### src/source/decode_config.svh
// ====================
// Build-time settings for the decode front end
// Queue depth, sequence tag width, reserved register
// ====================

`ifndef DECODE_CONFIG_SVH
`define DECODE_CONFIG_SVH

// Entries in the micro-op FIFO between splitter and decoder
// Must be a power of two, two or more
`define DEC_QUEUE_DEPTH 4

// Width of the sequence tag carried by every micro-op
// Tags wrap at this width
`define DEC_SEQ_W 8

// Register number owned by machine mode
// User-mode code that names it takes a bad register fault
`define DEC_RSVD_REG 31

`endif

### src/source/decode_pkg.sv
// ====================
// Shared types of the decode front end
// Vector typedefs, enums and the stream structs
// ====================

`default_nettype none

`include "decode_config.svh"

package decode_pkg;

	// Widths that carry a meaning
	typedef logic [31:0] instr_t;
	typedef logic [4:0] reg_num_t;
	typedef logic [31:0] imm_t;
	typedef logic [`DEC_SEQ_W-1:0] seq_t;

	// ====================
	// Encodings
	// ====================

	// Major opcode in bits 31 to 26 of an instruction
	typedef enum logic [5:0] {
		OP_NOP   = 6'd0,
		OP_ADD   = 6'd1,
		OP_SUB   = 6'd2,
		OP_AND   = 6'd3,
		OP_OR    = 6'd4,
		OP_MUL   = 6'd5,
		OP_ADDI  = 6'd8,
		OP_LOAD  = 6'd16,
		OP_STORE = 6'd17,
		OP_BEQ   = 6'd24,
		OP_FENCE = 6'd32
	} opcode_t;

	typedef enum logic {OM_USER, OM_MACHINE} op_mode_t;

	typedef enum logic [1:0] {FLT_NONE, FLT_BADREG, FLT_UNIMP} fault_t;

	// Splitter FSM: idle or emitting the high slot
	typedef enum logic {SPLIT_IDLE, SPLIT_HI} split_state_t;

	// ====================
	// Stream payloads
	// ====================

	// Bit 0 of slot_v qualifies lo, bit 1 qualifies hi
	typedef struct packed {
		instr_t lo;
		instr_t hi;
		logic [1:0] slot_v;
	} fetch_bundle_t;

	typedef struct packed {
		logic v;
		seq_t seq;
		instr_t ins;
	} micro_op_t;

	typedef struct packed {
		seq_t seq;
		logic nop;
		logic alu;
		logic mul;
		logic load;
		logic store;
		logic mem;
		logic branch;
		logic fence;
		logic sync;
		logic has_imm;
		logic has_rs2;
		imm_t imm;
		reg_num_t rs1;
		reg_num_t rs2;
		reg_num_t rd;
		logic rdz;
		fault_t cause;
	} decode_bus_t;

endpackage

`default_nettype wire

### src/source/fetch_split.sv
// ====================
// Fetch bundle splitter
// Emits the low then the high slot as tagged micro-ops
// ====================

`default_nettype none

module fetch_split (
	input  wire logic clk,
	input  wire logic rst,
	input  wire logic bundle_valid,
	input  wire decode_pkg::fetch_bundle_t bundle,
	output logic bundle_ready,
	output logic uop_valid,
	output decode_pkg::micro_op_t uop,
	input  wire logic uop_ready
);

	decode_pkg::split_state_t state;
	decode_pkg::split_state_t state_nxt;
	logic valid_nxt;
	logic take_bundle;
	logic take_uop;
	decode_pkg::fetch_bundle_t held;
	decode_pkg::seq_t seq;

	assign take_bundle = bundle_valid && bundle_ready;
	assign take_uop = uop_valid && uop_ready;

	// ====================
	// FSM
	// ====================

	// In idle a pending micro-op is the low slot, in SPLIT_HI it is the high slot
	always_comb begin
		state_nxt = state;
		valid_nxt = uop_valid;
		case (state)
			decode_pkg::SPLIT_IDLE: begin
				if (take_bundle) begin
					valid_nxt = 1'b1;
				end else if (take_uop) begin
					state_nxt = decode_pkg::SPLIT_HI;
				end
			end
			decode_pkg::SPLIT_HI: begin
				if (take_uop) begin
					state_nxt = decode_pkg::SPLIT_IDLE;
					valid_nxt = 1'b0;
				end
			end
		endcase
	end

	// Ready is registered from the next state so it stays low during reset
	always_ff @(posedge clk) begin
		if (rst) begin
			state <= decode_pkg::SPLIT_IDLE;
			uop_valid <= 1'b0;
			bundle_ready <= 1'b0;
			seq <= '0;
		end else begin
			state <= state_nxt;
			uop_valid <= valid_nxt;
			bundle_ready <= (state_nxt == decode_pkg::SPLIT_IDLE) && !valid_nxt;
			// One tag per micro-op handed over, wrapping naturally
			if (take_uop)
				seq <= seq + 1'b1;
		end
	end

	// The bundle is held until both of its slots have gone out
	always_ff @(posedge clk) begin
		if (take_bundle)
			held <= bundle;
	end

	// Slot select follows the state; the slot valid bit becomes the micro-op valid
	always_comb begin
		uop.seq = seq;
		if (state == decode_pkg::SPLIT_HI) begin
			uop.v = held.slot_v[1];
			uop.ins = held.hi;
		end else begin
			uop.v = held.slot_v[0];
			uop.ins = held.lo;
		end
	end

endmodule

`default_nettype wire

### src/source/uop_queue.sv
// ====================
// Micro-op FIFO
// Circular buffer with valid/ready on both sides
// ====================

`default_nettype none

`include "decode_config.svh"

module uop_queue (
	input  wire logic clk,
	input  wire logic rst,
	input  wire logic in_valid,
	input  wire decode_pkg::micro_op_t in_uop,
	output logic in_ready,
	output logic out_valid,
	output decode_pkg::micro_op_t out_uop,
	input  wire logic out_ready
);

	localparam int DEPTH = `DEC_QUEUE_DEPTH;
	localparam int PTR_W = $clog2(DEPTH);
	localparam logic [PTR_W:0] FULL_CNT = DEPTH[PTR_W:0];

	decode_pkg::micro_op_t mem [DEPTH];
	logic [PTR_W-1:0] rd_ptr;
	logic [PTR_W-1:0] wr_ptr;
	logic [PTR_W:0] count;
	logic push;
	logic pop;

	// Full and empty come straight from the occupancy count
	assign in_ready = (count != FULL_CNT);
	assign out_valid = (count != '0);
	assign out_uop = mem[rd_ptr];

	assign push = in_valid && in_ready;
	assign pop = out_valid && out_ready;

	// Pointers wrap on their own since the depth is a power of two
	always_ff @(posedge clk) begin
		if (rst) begin
			rd_ptr <= '0;
			wr_ptr <= '0;
			count <= '0;
		end else begin
			if (push)
				wr_ptr <= wr_ptr + 1'b1;
			if (pop)
				rd_ptr <= rd_ptr + 1'b1;
			// Simultaneous push and pop leaves the count alone
			case ({push, pop})
				2'b10: count <= count + 1'b1;
				2'b01: count <= count - 1'b1;
				default: count <= count;
			endcase
		end
	end

	always_ff @(posedge clk) begin
		if (push)
			mem[wr_ptr] <= in_uop;
	end

endmodule

`default_nettype wire

### src/source/dec_opclass.sv
// ====================
// Opcode classifier
// Class flags, register usage and immediate
// ====================

`default_nettype none

module dec_opclass (
	input  wire decode_pkg::instr_t ins,
	output logic alu,
	output logic mul,
	output logic load,
	output logic store,
	output logic branch,
	output logic fence,
	output logic sync,
	output logic has_imm,
	output logic has_rs2,
	output logic has_rd,
	output logic uses_rs1,
	output logic unimp,
	output decode_pkg::imm_t imm
);

	decode_pkg::opcode_t opcode;
	decode_pkg::imm_t imm_sext;

	assign opcode = decode_pkg::opcode_t'(ins[31:26]);
	assign imm_sext = {{16{ins[15]}}, ins[15:0]};

	always_comb begin
		alu = 1'b0;
		mul = 1'b0;
		load = 1'b0;
		store = 1'b0;
		branch = 1'b0;
		fence = 1'b0;
		has_imm = 1'b0;
		has_rs2 = 1'b0;
		has_rd = 1'b0;
		uses_rs1 = 1'b0;
		unimp = 1'b0;
		case (opcode)
			// NOP decodes to nothing at all
			decode_pkg::OP_NOP: ;
			decode_pkg::OP_ADD, decode_pkg::OP_SUB, decode_pkg::OP_AND, decode_pkg::OP_OR: begin
				alu = 1'b1;
				{uses_rs1, has_rs2, has_rd} = 3'b111;
			end
			// Multiply is three-register like the ALU ops but goes to its own unit
			decode_pkg::OP_MUL: begin
				mul = 1'b1;
				{uses_rs1, has_rs2, has_rd} = 3'b111;
			end
			decode_pkg::OP_ADDI: begin
				alu = 1'b1;
				{uses_rs1, has_imm, has_rd} = 3'b111;
			end
			decode_pkg::OP_LOAD: begin
				load = 1'b1;
				{uses_rs1, has_imm, has_rd} = 3'b111;
			end
			// Store data comes from rs2, nothing is written back
			decode_pkg::OP_STORE: begin
				store = 1'b1;
				{uses_rs1, has_rs2, has_imm} = 3'b111;
			end
			// Compare rs1 with rs2, the immediate is the branch offset
			decode_pkg::OP_BEQ: begin
				branch = 1'b1;
				{uses_rs1, has_rs2, has_imm} = 3'b111;
			end
			decode_pkg::OP_FENCE: begin
				fence = 1'b1;
				has_imm = 1'b1;
			end
			default: unimp = 1'b1;
		endcase
	end

	// A fence with all low immediate bits set is a full sync
	assign sync = fence && (ins[7:0] == 8'hFF);
	assign imm = has_imm ? imm_sext : '0;

endmodule

`default_nettype wire

### src/source/dec_regs.sv
// ====================
// Register field extractor
// Zero flags and reserved register check
// ====================

`default_nettype none

`include "decode_config.svh"

module dec_regs (
	input  wire decode_pkg::instr_t ins,
	input  wire decode_pkg::op_mode_t om,
	input  wire logic uses_rs1,
	input  wire logic has_rs2,
	input  wire logic has_rd,
	output decode_pkg::reg_num_t rs1,
	output decode_pkg::reg_num_t rs2,
	output decode_pkg::reg_num_t rd,
	output logic rdz,
	output logic badreg
);

	localparam decode_pkg::reg_num_t RSVD_REG = `DEC_RSVD_REG;

	decode_pkg::reg_num_t rd_f;
	decode_pkg::reg_num_t rs1_f;
	decode_pkg::reg_num_t rs2_f;

	// Raw fields, rs2 overlaps the top of the immediate
	assign rd_f = ins[25:21];
	assign rs1_f = ins[20:16];
	assign rs2_f = ins[15:11];

	// Unused fields read as register 0
	assign rs1 = uses_rs1 ? rs1_f : '0;
	assign rs2 = has_rs2 ? rs2_f : '0;
	assign rd = has_rd ? rd_f : '0;

	// Writing register 0 is the same as writing nothing
	assign rdz = !has_rd || (rd_f == '0);

	// Only fields the instruction really uses can trip the check
	assign badreg = (om == decode_pkg::OM_USER) &&
		((uses_rs1 && rs1_f == RSVD_REG) ||
		(has_rs2 && rs2_f == RSVD_REG) ||
		(has_rd && rd_f == RSVD_REG));

endmodule

`default_nettype wire

### src/source/insn_decoder.sv
// ====================
// Registered decode stage
// Merges classifier and register results into the decode bus
// ====================

`default_nettype none

module insn_decoder (
	input  wire logic clk,
	input  wire logic rst,
	input  wire decode_pkg::op_mode_t om,
	input  wire logic in_valid,
	input  wire decode_pkg::micro_op_t in_uop,
	output logic in_ready,
	output logic out_valid,
	output decode_pkg::decode_bus_t dec,
	input  wire logic out_ready
);

	logic alu, mul, load, store, branch, fence, sync;
	logic has_imm, has_rs2, has_rd, uses_rs1, unimp, badreg, rdz;
	decode_pkg::imm_t imm;
	decode_pkg::reg_num_t rs1, rs2, rd;
	decode_pkg::decode_bus_t dec_nxt;
	logic take;

	dec_opclass u_opclass (
		.ins(in_uop.ins), .alu(alu), .mul(mul), .load(load), .store(store),
		.branch(branch), .fence(fence), .sync(sync), .has_imm(has_imm),
		.has_rs2(has_rs2), .has_rd(has_rd), .uses_rs1(uses_rs1), .unimp(unimp), .imm(imm)
	);

	dec_regs u_regs (
		.ins(in_uop.ins), .om(om), .uses_rs1(uses_rs1), .has_rs2(has_rs2), .has_rd(has_rd),
		.rs1(rs1), .rs2(rs2), .rd(rd), .rdz(rdz), .badreg(badreg)
	);

	// Accept when the output slot is empty or drains this cycle
	assign in_ready = !out_valid || out_ready;
	assign take = in_valid && in_ready;

	// ====================
	// Bus merge
	// ====================

	// An invalid slot is a bare nop carrying only its tag
	always_comb begin
		dec_nxt = '0;
		dec_nxt.seq = in_uop.seq;
		dec_nxt.nop = 1'b1;
		dec_nxt.rdz = 1'b1;
		dec_nxt.cause = decode_pkg::FLT_NONE;
		if (in_uop.v) begin
			dec_nxt.nop = (in_uop.ins[31:26] == decode_pkg::OP_NOP);
			dec_nxt.alu = alu;
			dec_nxt.mul = mul;
			dec_nxt.load = load;
			dec_nxt.store = store;
			dec_nxt.mem = load || store;
			dec_nxt.branch = branch;
			dec_nxt.fence = fence;
			dec_nxt.sync = sync;
			dec_nxt.has_imm = has_imm;
			dec_nxt.has_rs2 = has_rs2;
			dec_nxt.imm = imm;
			dec_nxt.rs1 = rs1;
			dec_nxt.rs2 = rs2;
			dec_nxt.rd = rd;
			dec_nxt.rdz = rdz;
			// Unimplemented wins over a bad register
			if (unimp)
				dec_nxt.cause = decode_pkg::FLT_UNIMP;
			else if (badreg)
				dec_nxt.cause = decode_pkg::FLT_BADREG;
		end
	end

	// Output register holds under back-pressure
	always_ff @(posedge clk) begin
		if (rst) begin
			out_valid <= 1'b0;
			dec <= '0;
			dec.nop <= 1'b1;
			dec.rdz <= 1'b1;
			dec.cause <= decode_pkg::FLT_NONE;
		end else if (take) begin
			out_valid <= 1'b1;
			dec <= dec_nxt;
		end else if (out_ready) begin
			out_valid <= 1'b0;
		end
	end

endmodule

`default_nettype wire

### src/source/decode_top.sv
// ====================
// Decode front end top
// Splitter, micro-op FIFO and decoder in a chain
// ====================

`default_nettype none

module decode_top (
	input  wire logic clk,
	input  wire logic rst,
	input  wire decode_pkg::op_mode_t om,
	input  wire logic bundle_valid,
	input  wire decode_pkg::fetch_bundle_t bundle,
	output logic bundle_ready,
	output logic dec_valid,
	output decode_pkg::decode_bus_t dec,
	input  wire logic dec_ready
);

	// Splitter to FIFO
	logic split_valid;
	logic split_ready;
	decode_pkg::micro_op_t split_uop;

	// FIFO to decoder
	logic q_valid;
	logic q_ready;
	decode_pkg::micro_op_t q_uop;

	fetch_split u_fetch_split (
		.clk(clk), .rst(rst),
		.bundle_valid(bundle_valid), .bundle(bundle), .bundle_ready(bundle_ready),
		.uop_valid(split_valid), .uop(split_uop), .uop_ready(split_ready)
	);

	uop_queue u_uop_queue (
		.clk(clk), .rst(rst),
		.in_valid(split_valid), .in_uop(split_uop), .in_ready(split_ready),
		.out_valid(q_valid), .out_uop(q_uop), .out_ready(q_ready)
	);

	// Mode is sampled by the decode stage as each micro-op enters it
	insn_decoder u_insn_decoder (
		.clk(clk), .rst(rst), .om(om),
		.in_valid(q_valid), .in_uop(q_uop), .in_ready(q_ready),
		.out_valid(dec_valid), .dec(dec), .out_ready(dec_ready)
	);

endmodule

`default_nettype wire

### config.mk
export PLATFORM = sky130hd
export DESIGN_NAME = decode_top
export DESIGN_NICKNAME = d
export VERILOG_FILES = /design/src/source/decode_pkg.sv /design/src/source/fetch_split.sv /design/src/source/uop_queue.sv /design/src/source/dec_opclass.sv /design/src/source/dec_regs.sv /design/src/source/insn_decoder.sv /design/src/source/decode_top.sv
export VERILOG_INCLUDE_DIRS = /design/src /design/src/source
export SDC_FILE = /design/constraint.sdc
export NUM_CORES = 1
export LEC_CHECK = 0
export BUFFER_PORTS_ARGS = -buffer_cell sky130_fd_sc_hd__buf_2
export CAP_MARGIN = 30
export CORE_MARGIN = 10
export CORE_UTILIZATION = 40
export DETAILED_ROUTE_END_ITERATION = 10
export PLACE_DENSITY = 0.62
export SYNTH_ARGS = -nofsm -noshare
export SYNTH_HDL_FRONTEND = slang
export SYNTH_SLANG_ARGS = --single-unit
### constraint.sdc
create_clock -name clk -period 4.7 [get_ports clk]
set_input_delay 0.705 -clock clk [delete_from_list [all_inputs] [get_ports clk]]
set_output_delay 0.705 -clock clk [all_outputs]
set_load 0.01 [all_outputs]
==> results of run 1 <==
[routing by layer]
| layer | up-vias | wire, um |
|---|---|---|
| met5 | - | 0 |
| met4 | 0 | 323 |
| met3 | 28 | 1911 |
| met2 | 176 | 11260 |
| met1 | 3074 | 10950 |
| li1 | 2913 | - |
[flip-flops by register name (all words and copies together) (netlist names), named ones only]
name and count:
u_fetch_split.bundle_ready 1, u_fetch_split.held 66, u_fetch_split.seq 8, u_fetch_split.state 1
u_fetch_split.uop_valid 1, u_insn_decoder.dec 53, u_insn_decoder.out_valid 1, u_uop_queue.count 3
u_uop_queue.mem 164, u_uop_queue.rd_ptr 2, u_uop_queue.wr_ptr 2
[power groups by stage]
stage / combinational (mW) / sequential (mW) / clock [mW]
detailed placement: 1.25 / 3.27 / 0
global placement: 1.23 / 3.27 / 0
CTS: 1.26 / 3.21 / 2.71
floorplan: 0.917 / 3.24 / 0
global route: 1.37 / 3.23 / 2.82
finish: 1.24 / 3.21 / 2.63
[worst max path at each step]
stage / endpoint / slack [ps]
global route: u_insn_decoder.dec[11] / 1460
CTS: u_insn_decoder.dec[0] / 1670
detailed placement: u_insn_decoder.dec[0] / 1690
floorplan: u_fetch_split.uop_valid / 1930
global placement: u_insn_decoder.dec[0] / 1750
finish: u_insn_decoder.dec[31] / 1750
[worst register-to-register path, delay by kind of cell, from the launching register on]
kind | cells | cell delay, ps
compound gates | 3 | 1080
flops | 1 | 740
simple gates | 2 | 350
mux | 1 | 720
[cell families after synthesis]
| group | share of synthesized area, % |
|---|---|
| compound gates | 4.991 |
| xor+xnor | 0.9895 |
| fa+ha+maj | 0.8263 |
| buf+inv | 2.947 |
| flops | 72.89 |
| mux | 11.54 |
| simple gates | 5.817 |
[cell type report]
type / instances / share of cell area (%)
Timing Repair Buffer: 151 / 5.819
Clock buffer: 49 / 6.957
Clock inverter: 12 / 1.257
Tap cell: 384 / 3.525
Multi-Input combinational cell: 322 / 20.47
Inverter: 15 / 0.4130
Sequential cell: 304 / 61.56
[metrics by stage]
stage / total power [mW] / std cells / util, % / hold WS, ps
final: 7.082 / 1237 / 47.75 / 379.7
after CTS: 7.175 / 1237 / 47.75 / 356.4
after global routing: 7.421 / 1237 / 47.75 / 357.3
after global placement: 4.503 / 1175 / 43.76 / 440.7
after floorplan: 4.153 / 689 / - / 469.0
after detailed placement: 4.520 / 1176 / 43.83 / 446.6
[layout by cell type, fill, tap and decap left out, types with 12 or more instances in the layout]
cell,netlist,layout
sky130_fd_sc_hd__nand2_1,36,35
sky130_fd_sc_hd__buf_2,6,141
sky130_fd_sc_hd__a21oi_1,30,30
sky130_fd_sc_hd__inv_1,13,13
sky130_fd_sc_hd__dfxtp_1,74,71
sky130_fd_sc_hd__mux2_2,33,33
sky130_fd_sc_hd__a22oi_1,29,29
sky130_fd_sc_hd__nor2_1,56,56
sky130_fd_sc_hd__edfxtp_1,230,230
sky130_fd_sc_hd__mux4_2,35,35
sky130_fd_sc_hd__clkbuf_1,21,12
sky130_fd_sc_hd__clkbuf_16,0,35
==> impl_metrics.py, run 1 <==
metrics = {
    "clock_tree": {
        "cts-resized-gates": 0,
        "post_cts_hold_buffer_count": 0,
        "num_clock_sinks": 304,
        "tritoncts": "yes",
        "clk_path_buf_depth": 3,
        "path_clk_slew_ps": 60,
        "post-cts-setup-buffer-count": 0,
        "clock_insertion_delay_worst_skew_ps": 500,
        "inserted_clock_buffers": 34,
        "cts-htree-levels": 2,
        "buffer_cell_driving_the_clock_tree_root": "sky130_fd_sc_hd__clkbuf_16",
    },
    "route": {
        "drt_drc_violations_left": 0,
        "via_count": 6191,
        "drt.antenna.violating_nets": 0,
        "dr.first_iter.drc_count": 349,
        "detail_route.wl_per_cell_um": 19.77,
        "routed_wirelength_um": 24450,
        "vias_per_cell": 5.005,
        "drtPass1Iterations": 5,
    },
    "floorplanning": {
        "die_height_um": 189.6,
        "number_of_top_level_pins": 142,
        "floorplan.initialDensity_pct": 40.31,
        "coreArea_um2": 28550,
        "die_area_um2": 35950,
        "die-width_um": 189.6,
        "rows": 62,
    },
    "final_layout": {
        "fillCellCount": 2511,
        "area_growth_pct": 18.46,
        "multi_input_comb_area_um2": 2790,
        "area.sequential_um2": 8392,
        "layout.nets": 906,
        "antenna_cells": 0,
        "final_design_area_no_fill_um2": 13630,
        "final_layout_size_suffix_gt1_share_pct": 33.53,
    },
    "power": {
        "power.share.combinational_pct": 17.6,
        "pwr_density_cell_nw_per_um2": 519.6,
        "switchingPower_mw": 1.877,
        "net_sw_share_pct": 26.51,
        "power_report.internal_total_mw": 5.205,
        "power.share.sequential_pct": 45.3,
        "p_clk_share_pct": 37.2,
        "worst_ir_drop_vdd_mv": 0.2704,
        "power.leakage_nw": 4.792,
    },
    "worst_setup_path": {
        "worst-endpoint-arrival_ps": 3380,
        "worst-path-buf-inv": 0,
        "crit_chain": "mux4_2 -> nor3b_1 -> o21ai_1 -> a21oi_2 -> a22oi_1 -> nor2_1",
        "crit_slowest_cell": "sky130_fd_sc_hd__a21oi_2",
        "worst_path_dominant_cell_family": "compound AO/OA/AOI/OAI gates",
        "timing.critical_path.fanout_max": 18,
        "rr_worst_depth": 6,
        "worst-r2r-setup-slack_ps": 1750,
        "worst-path-stages": 6,
        "cpPeakStageDelay_ps": 810,
        "worst_setup_path_end_kind": "flop",
        "critical_path_class": "reg2reg",
        "cp.required_ps": 5130,
        "r2r-end": "u_insn_decoder.dec[31]",
        "setup.worst_path.start_class": "flop",
    },
    "worst_hold_path": {
        "worst_hold_startpoint": "bundle[13]",
        "holdPathEnd": "u_fetch_split.held[13]",
        "hold_path_class": "in2reg",
        "holdPathStages": 1,
    },
    "sta": {
        "setup_tns_ps": 0,
        "fmax_mhz": 338.9,
        "drv_slew": 0,
        "hold_viol": 0,
        "slew_headroom_pct": 31.92,
        "timing.final.setup_violations": 0,
        "finalClockSkew_ps": 12.19,
        "timing.final.crit_share_pct": 62.79,
        "setup_repair_after_global_routing_missed_its_margin": "false",
        "worst_slew_pin_slew_ps": 1021,
        "postLayoutSetupSlackWorst_ps": 1749,
        "layout_min_cycle_time_ps": 2951,
    },
    "placed_design": {
        "place_congestion": 0.8369,
        "place.detailed.hpwl_um": 16210,
        "pre_cts_ws_ps": 1686,
        "postPlaceCellArea_um2": 12510,
        "io_buffer_count": 141,
    },
    "grt": {
        "grt_start_max_net_pins": 53,
        "grt_pass1_vias": 6382,
        "global_route.peak_usage_layer": "met2",
        "grt_overflow_total": 0,
        "grt_first_pass_wirelength_um": 37760,
        "use_met1_pct": 17.91,
        "number_of_antenna_violations_at_the_first_check_in_global_routing": 0,
        "grt.total_usage_pct": 13.51,
        "grtUsageMet3_pct": 4.632,
        "grtUsageMet2_pct": 20.92,
    },
    "yosys": {
        "synth_area_um2": 11510,
        "yosysSeqAreaShare_pct": 72.89,
        "async_flop_share_pct": 0,
        "yosysTopAreaCell": "sky130_fd_sc_hd__edfxtp_1",
        "synthTopCellsByArea": "sky130_fd_sc_hd__edfxtp_1 60%, sky130_fd_sc_hd__dfxtp_1 13%, sky130_fd_sc_hd__mux4_2 6.9%, sky130_fd_sc_hd__mux2_2 3.2%, sky130_fd_sc_hd__a22oi_1 1.9%",
        "synth_area_per_cell_um2": 16.70,
        "edff_count_synth": 230,
        "yosysWarnings": 0,
        "synthCells": 689,
        "yosys_most_used_dff": "sky130_fd_sc_hd__edfxtp_1",
        "postSynthRegisterBits": 304,
        "synth_largest_type_area_fraction_pct": 60.02,
        "post_synth_num_cell_types": 54,
        "netlist_top_cells_count": "230 x sky130_fd_sc_hd__edfxtp_1, 74 x sky130_fd_sc_hd__dfxtp_1, 56 x sky130_fd_sc_hd__nor2_1",
        "postSynthNetCount": 767,
        "synth.most_common_cell": "sky130_fd_sc_hd__edfxtp_1",
    },
    "status": {
        "outcome": "finished, final reports clean",
    },
    "job": {
        "max-cap-violations": 0,
    },
}
Power figures use the tool's default switching activity.
==> run 2: changes to the inputs <==
--- a/config.mk
+++ b/config.mk
@@ -6,12 +6,13 @@
 export SDC_FILE = /design/constraint.sdc
 export NUM_CORES = 1
 export LEC_CHECK = 0
+export ABC_AREA = 1
 export BUFFER_PORTS_ARGS = -buffer_cell sky130_fd_sc_hd__buf_2
 export CAP_MARGIN = 30
 export CORE_MARGIN = 10
 export CORE_UTILIZATION = 40
 export DETAILED_ROUTE_END_ITERATION = 10
-export PLACE_DENSITY = 0.62
+export PLACE_DENSITY = 0.61
 export SYNTH_ARGS = -nofsm -noshare
 export SYNTH_HDL_FRONTEND = slang
 export SYNTH_SLANG_ARGS = --single-unit
==> constraint.sdc (replaced) <==
create_clock -name clk -period 3.07 [get_ports clk]
set_input_delay 0.4605 -clock clk [delete_from_list [all_inputs] [get_ports clk]]
set_output_delay 0.4605 -clock clk [all_outputs]
set_load 0.01 [all_outputs]
==> impl_metrics.py, run 2 <==
metrics = {
    "power": {
        "p_clk_share_pct": 33.4,
        "switchingPower_mw": 3.936,
        "pwr_density_cell_nw_per_um2": 868.9,
        "power_report.internal_total_mw": 8.356,
        "power.share.combinational_pct": 25.3,
        "power.leakage_nw": 5.538,
        "worst_ir_drop_vdd_mv": 0.6326,
        "power.share.sequential_pct": 41.4,
        "net_sw_share_pct": 32.02,
    },
    "yosys": {
        "yosysWarnings": 0,
        "synthCells": 1070,
        "postSynthNetCount": 1148,
        "synth_area_um2": 11910,
        "synth_largest_type_area_fraction_pct": 57.98,
        "post_synth_num_cell_types": 35,
        "synth.most_common_cell": "sky130_fd_sc_hd__nand2_1",
        "edff_count_synth": 230,
        "netlist_top_cells_count": "307 x sky130_fd_sc_hd__nand2_1, 230 x sky130_fd_sc_hd__edfxtp_1, 87 x sky130_fd_sc_hd__nor2_1",
        "yosysSeqAreaShare_pct": 70.42,
        "synthTopCellsByArea": "sky130_fd_sc_hd__edfxtp_1 58%, sky130_fd_sc_hd__dfxtp_1 12%, sky130_fd_sc_hd__nand2_1 9.7%, sky130_fd_sc_hd__o21ai_0 2.8%, sky130_fd_sc_hd__nor2_1 2.7%",
        "postSynthRegisterBits": 304,
        "async_flop_share_pct": 0,
        "yosys_most_used_dff": "sky130_fd_sc_hd__edfxtp_1",
        "synth_area_per_cell_um2": 11.13,
        "yosysTopAreaCell": "sky130_fd_sc_hd__edfxtp_1",
    },
    "worst_setup_path": {
        "crit_slowest_cell": "sky130_fd_sc_hd__buf_4",
        "worst-endpoint-arrival_ps": 2740,
        "worst_setup_path_end_kind": "flop",
        "cp.required_ps": 3500,
        "worst_path_dominant_cell_family": "simple AND/OR/NAND/NOR gates",
        "critical_path_class": "reg2reg",
        "setup.worst_path.start_class": "flop",
        "crit_chain": "buf_4 -> nand2_1 -> nand3_2 -> nand2_2 -> nor2_2 -> nand3_2 -> nand3_1 -> nor2_1 -> nor2_2 -> nand3_1 -> a21oi_1",
        "worst-path-buf-inv": 1,
        "timing.critical_path.fanout_max": 47,
        "cpPeakStageDelay_ps": 410,
    },
    "placed_design": {
        "place_congestion": 0.8816,
        "io_buffer_count": 141,
        "place.detailed.hpwl_um": 17890,
        "postPlaceCellArea_um2": 12990,
    },
    "sta": {
        "setup_tns_ps": 0,
        "fmax_mhz": 432.3,
        "finalClockSkew_ps": 16.70,
        "drv_slew": 0,
        "setup_repair_after_global_routing_missed_its_margin": "false",
        "timing.final.setup_violations": 0,
        "layout_min_cycle_time_ps": 2313,
        "timing.final.crit_share_pct": 75.35,
        "finalHoldWorstSlack_ps": 125.8,
        "hold_viol": 0,
        "slew_headroom_pct": 51.50,
        "worst_slew_pin_slew_ps": 726.7,
    },
    "final_layout": {
        "final_common_cell": "sky130_fd_sc_hd__nand2_1",
        "final_design_area_no_fill_um2": 14150,
        "final_layout_size_suffix_gt1_share_pct": 20.83,
        "top_register_by_number_of_flip_flops": "u_uop_queue.mem",
        "final_cell_mix": "307 x sky130_fd_sc_hd__nand2_1, 230 x sky130_fd_sc_hd__edfxtp_1, 141 x sky130_fd_sc_hd__buf_2, 83 x sky130_fd_sc_hd__nor2_1, 73 x sky130_fd_sc_hd__dfxtp_1",
        "antenna_cells": 0,
        "layout.nets": 1281,
        "area_growth_pct": 18.77,
        "max_reg_flops": 164,
        "reg.largest.list": "u_uop_queue.mem (164), u_fetch_split.held (66), u_insn_decoder.dec (53)",
        "fillCellCount": 2713,
    },
    "grt": {
        "grt_start_max_net_pins": 49,
        "grt_overflow_total": 0,
        "grt.total_usage_pct": 14.78,
        "grt_first_pass_wirelength_um": 42800,
        "number_of_antenna_violations_at_the_first_check_in_global_routing": 0,
        "grt_pass1_vias": 7773,
    },
    "route": {
        "detail_route.wl_per_cell_um": 16.82,
        "drtPass1Iterations": 5,
        "via_count": 7851,
        "drt.antenna.violating_nets": 0,
        "drt_drc_violations_left": 0,
        "vias_per_cell": 4.849,
        "dr.first_iter.drc_count": 507,
        "routed_wirelength_um": 27240,
    },
    "floorplanning": {
        "floorplan.initialDensity_pct": 40.40,
        "die_area_um2": 37080,
        "number_of_top_level_pins": 142,
        "coreArea_um2": 29480,
        "rows": 63,
        "die_height_um": 192.6,
        "die-width_um": 192.6,
    },
    "status": {
        "outcome": "finished, final reports clean",
    },
    "clock_tree": {
        "num_clock_sinks": 304,
        "clock_insertion_delay_worst_skew_ps": 510,
        "post_cts_hold_buffer_count": 0,
        "cts-resized-gates": 0,
        "clk_path_buf_depth": 3,
        "cts-htree-levels": 2,
        "post-cts-setup-buffer-count": 0,
        "path_clk_slew_ps": 60,
        "inserted_clock_buffers": 34,
        "buffer_cell_driving_the_clock_tree_root": "sky130_fd_sc_hd__clkbuf_16",
        "tritoncts": "yes",
    },
    "job": {
        "max-cap-violations": 0,
    },
    "worst_hold_path": {
        "hold_path_class": "in2reg",
    },
}
[run 2: changes by cell type in the layout (fill, tap and decap cells not counted), sizes merged, moves of 37 or more]
cell | before | now
inv | 16 | 53
mux4 | 41 | 0
nand2 | 36 | 315
nand3 | 4 | 54
nor2 | 58 | 95
o21ai | 7 | 67
[run 2: area by class of cell]
type,instances,area (um2),area share (%)
clock buffer,47,1013,7.164
timing repair buffer,163,908.4,6.421
inverter,53,198.9,1.406
multi-input combinational,647,3000,21.21
clock inverter,15,148.9,1.052
sequential,304,8389,59.30
tap,390,488.0,3.449
[run 2: worst reg2reg max path, stage by stage (launching register included)]
cell and delay [ps]:
sky130_fd_sc_hd__dfxtp_2 330, sky130_fd_sc_hd__buf_4 410, sky130_fd_sc_hd__nand2_1 170, sky130_fd_sc_hd__nand3_2 110, sky130_fd_sc_hd__nand2_2 80, sky130_fd_sc_hd__nor2_2 210
sky130_fd_sc_hd__nand3_2 140, sky130_fd_sc_hd__nand3_1 160, sky130_fd_sc_hd__nor2_1 100, sky130_fd_sc_hd__nor2_2 250, sky130_fd_sc_hd__nand3_1 140, sky130_fd_sc_hd__a21oi_1 140
[run 2: layer usage]
layer  wire length (um)  global-route usage, %  vias up
met5                  0                      0        -
met4                755                  5.367        0
met3               2261                  3.921       57
met2              12310                  23.29      223
met1              11910                  19.24     3658
li1                   -                      -     3913
[run 2: cells by family after synthesis]
kind of cell / Yosys count / synth area share (%)
adders and majority gates: 7 / 0.7983
and+or+nand+nor: 479 / 16.71
buffers and inverters: 119 / 4.643
DFF: 304 / 70.42
AOI/OAI and AO/OA: 161 / 7.426
[run 2: worst paths after layout]
path	start	end	slack [ps]	depth (start not counted)
min	bundle[7]	u_fetch_split.held[7]	130	1
max reg2reg	flop	u_insn_decoder.dec[13]	760	11
max	flop	u_insn_decoder.dec[13]	760	11
min reg2reg	u_insn_decoder.dec[7]	u_insn_decoder.dec[7]	460	2
[run 2: metrics by stage]
stage | power [mW] | instances | utilization, % | setup slack [ps]
4_1_cts | 12.43 | 1619 | 47.99 | 770.6
3_5_place_dp | 8.290 | 1557 | 44.05 | 641.8
2_1_floorplan | 7.340 | 1070 | - | 158.6
6_report | 12.29 | 1619 | 47.99 | 756.6
3_3_place_gp | 8.243 | 1557 | 44.05 | 728.2
5_1_grt | 13.04 | 1619 | 47.99 | 427.6
[run 2: power groups by stage]
stage / registers (mW) / clock network, mW / logic [mW]
floorplan: 5.19 / 0 / 2.15
global placement: 5.17 / 0 / 3.08
detailed placement: 5.17 / 0 / 3.12
CTS: 5.09 / 4.21 / 3.13
global route: 5.12 / 4.39 / 3.52
finish: 5.08 / 4.10 / 3.11
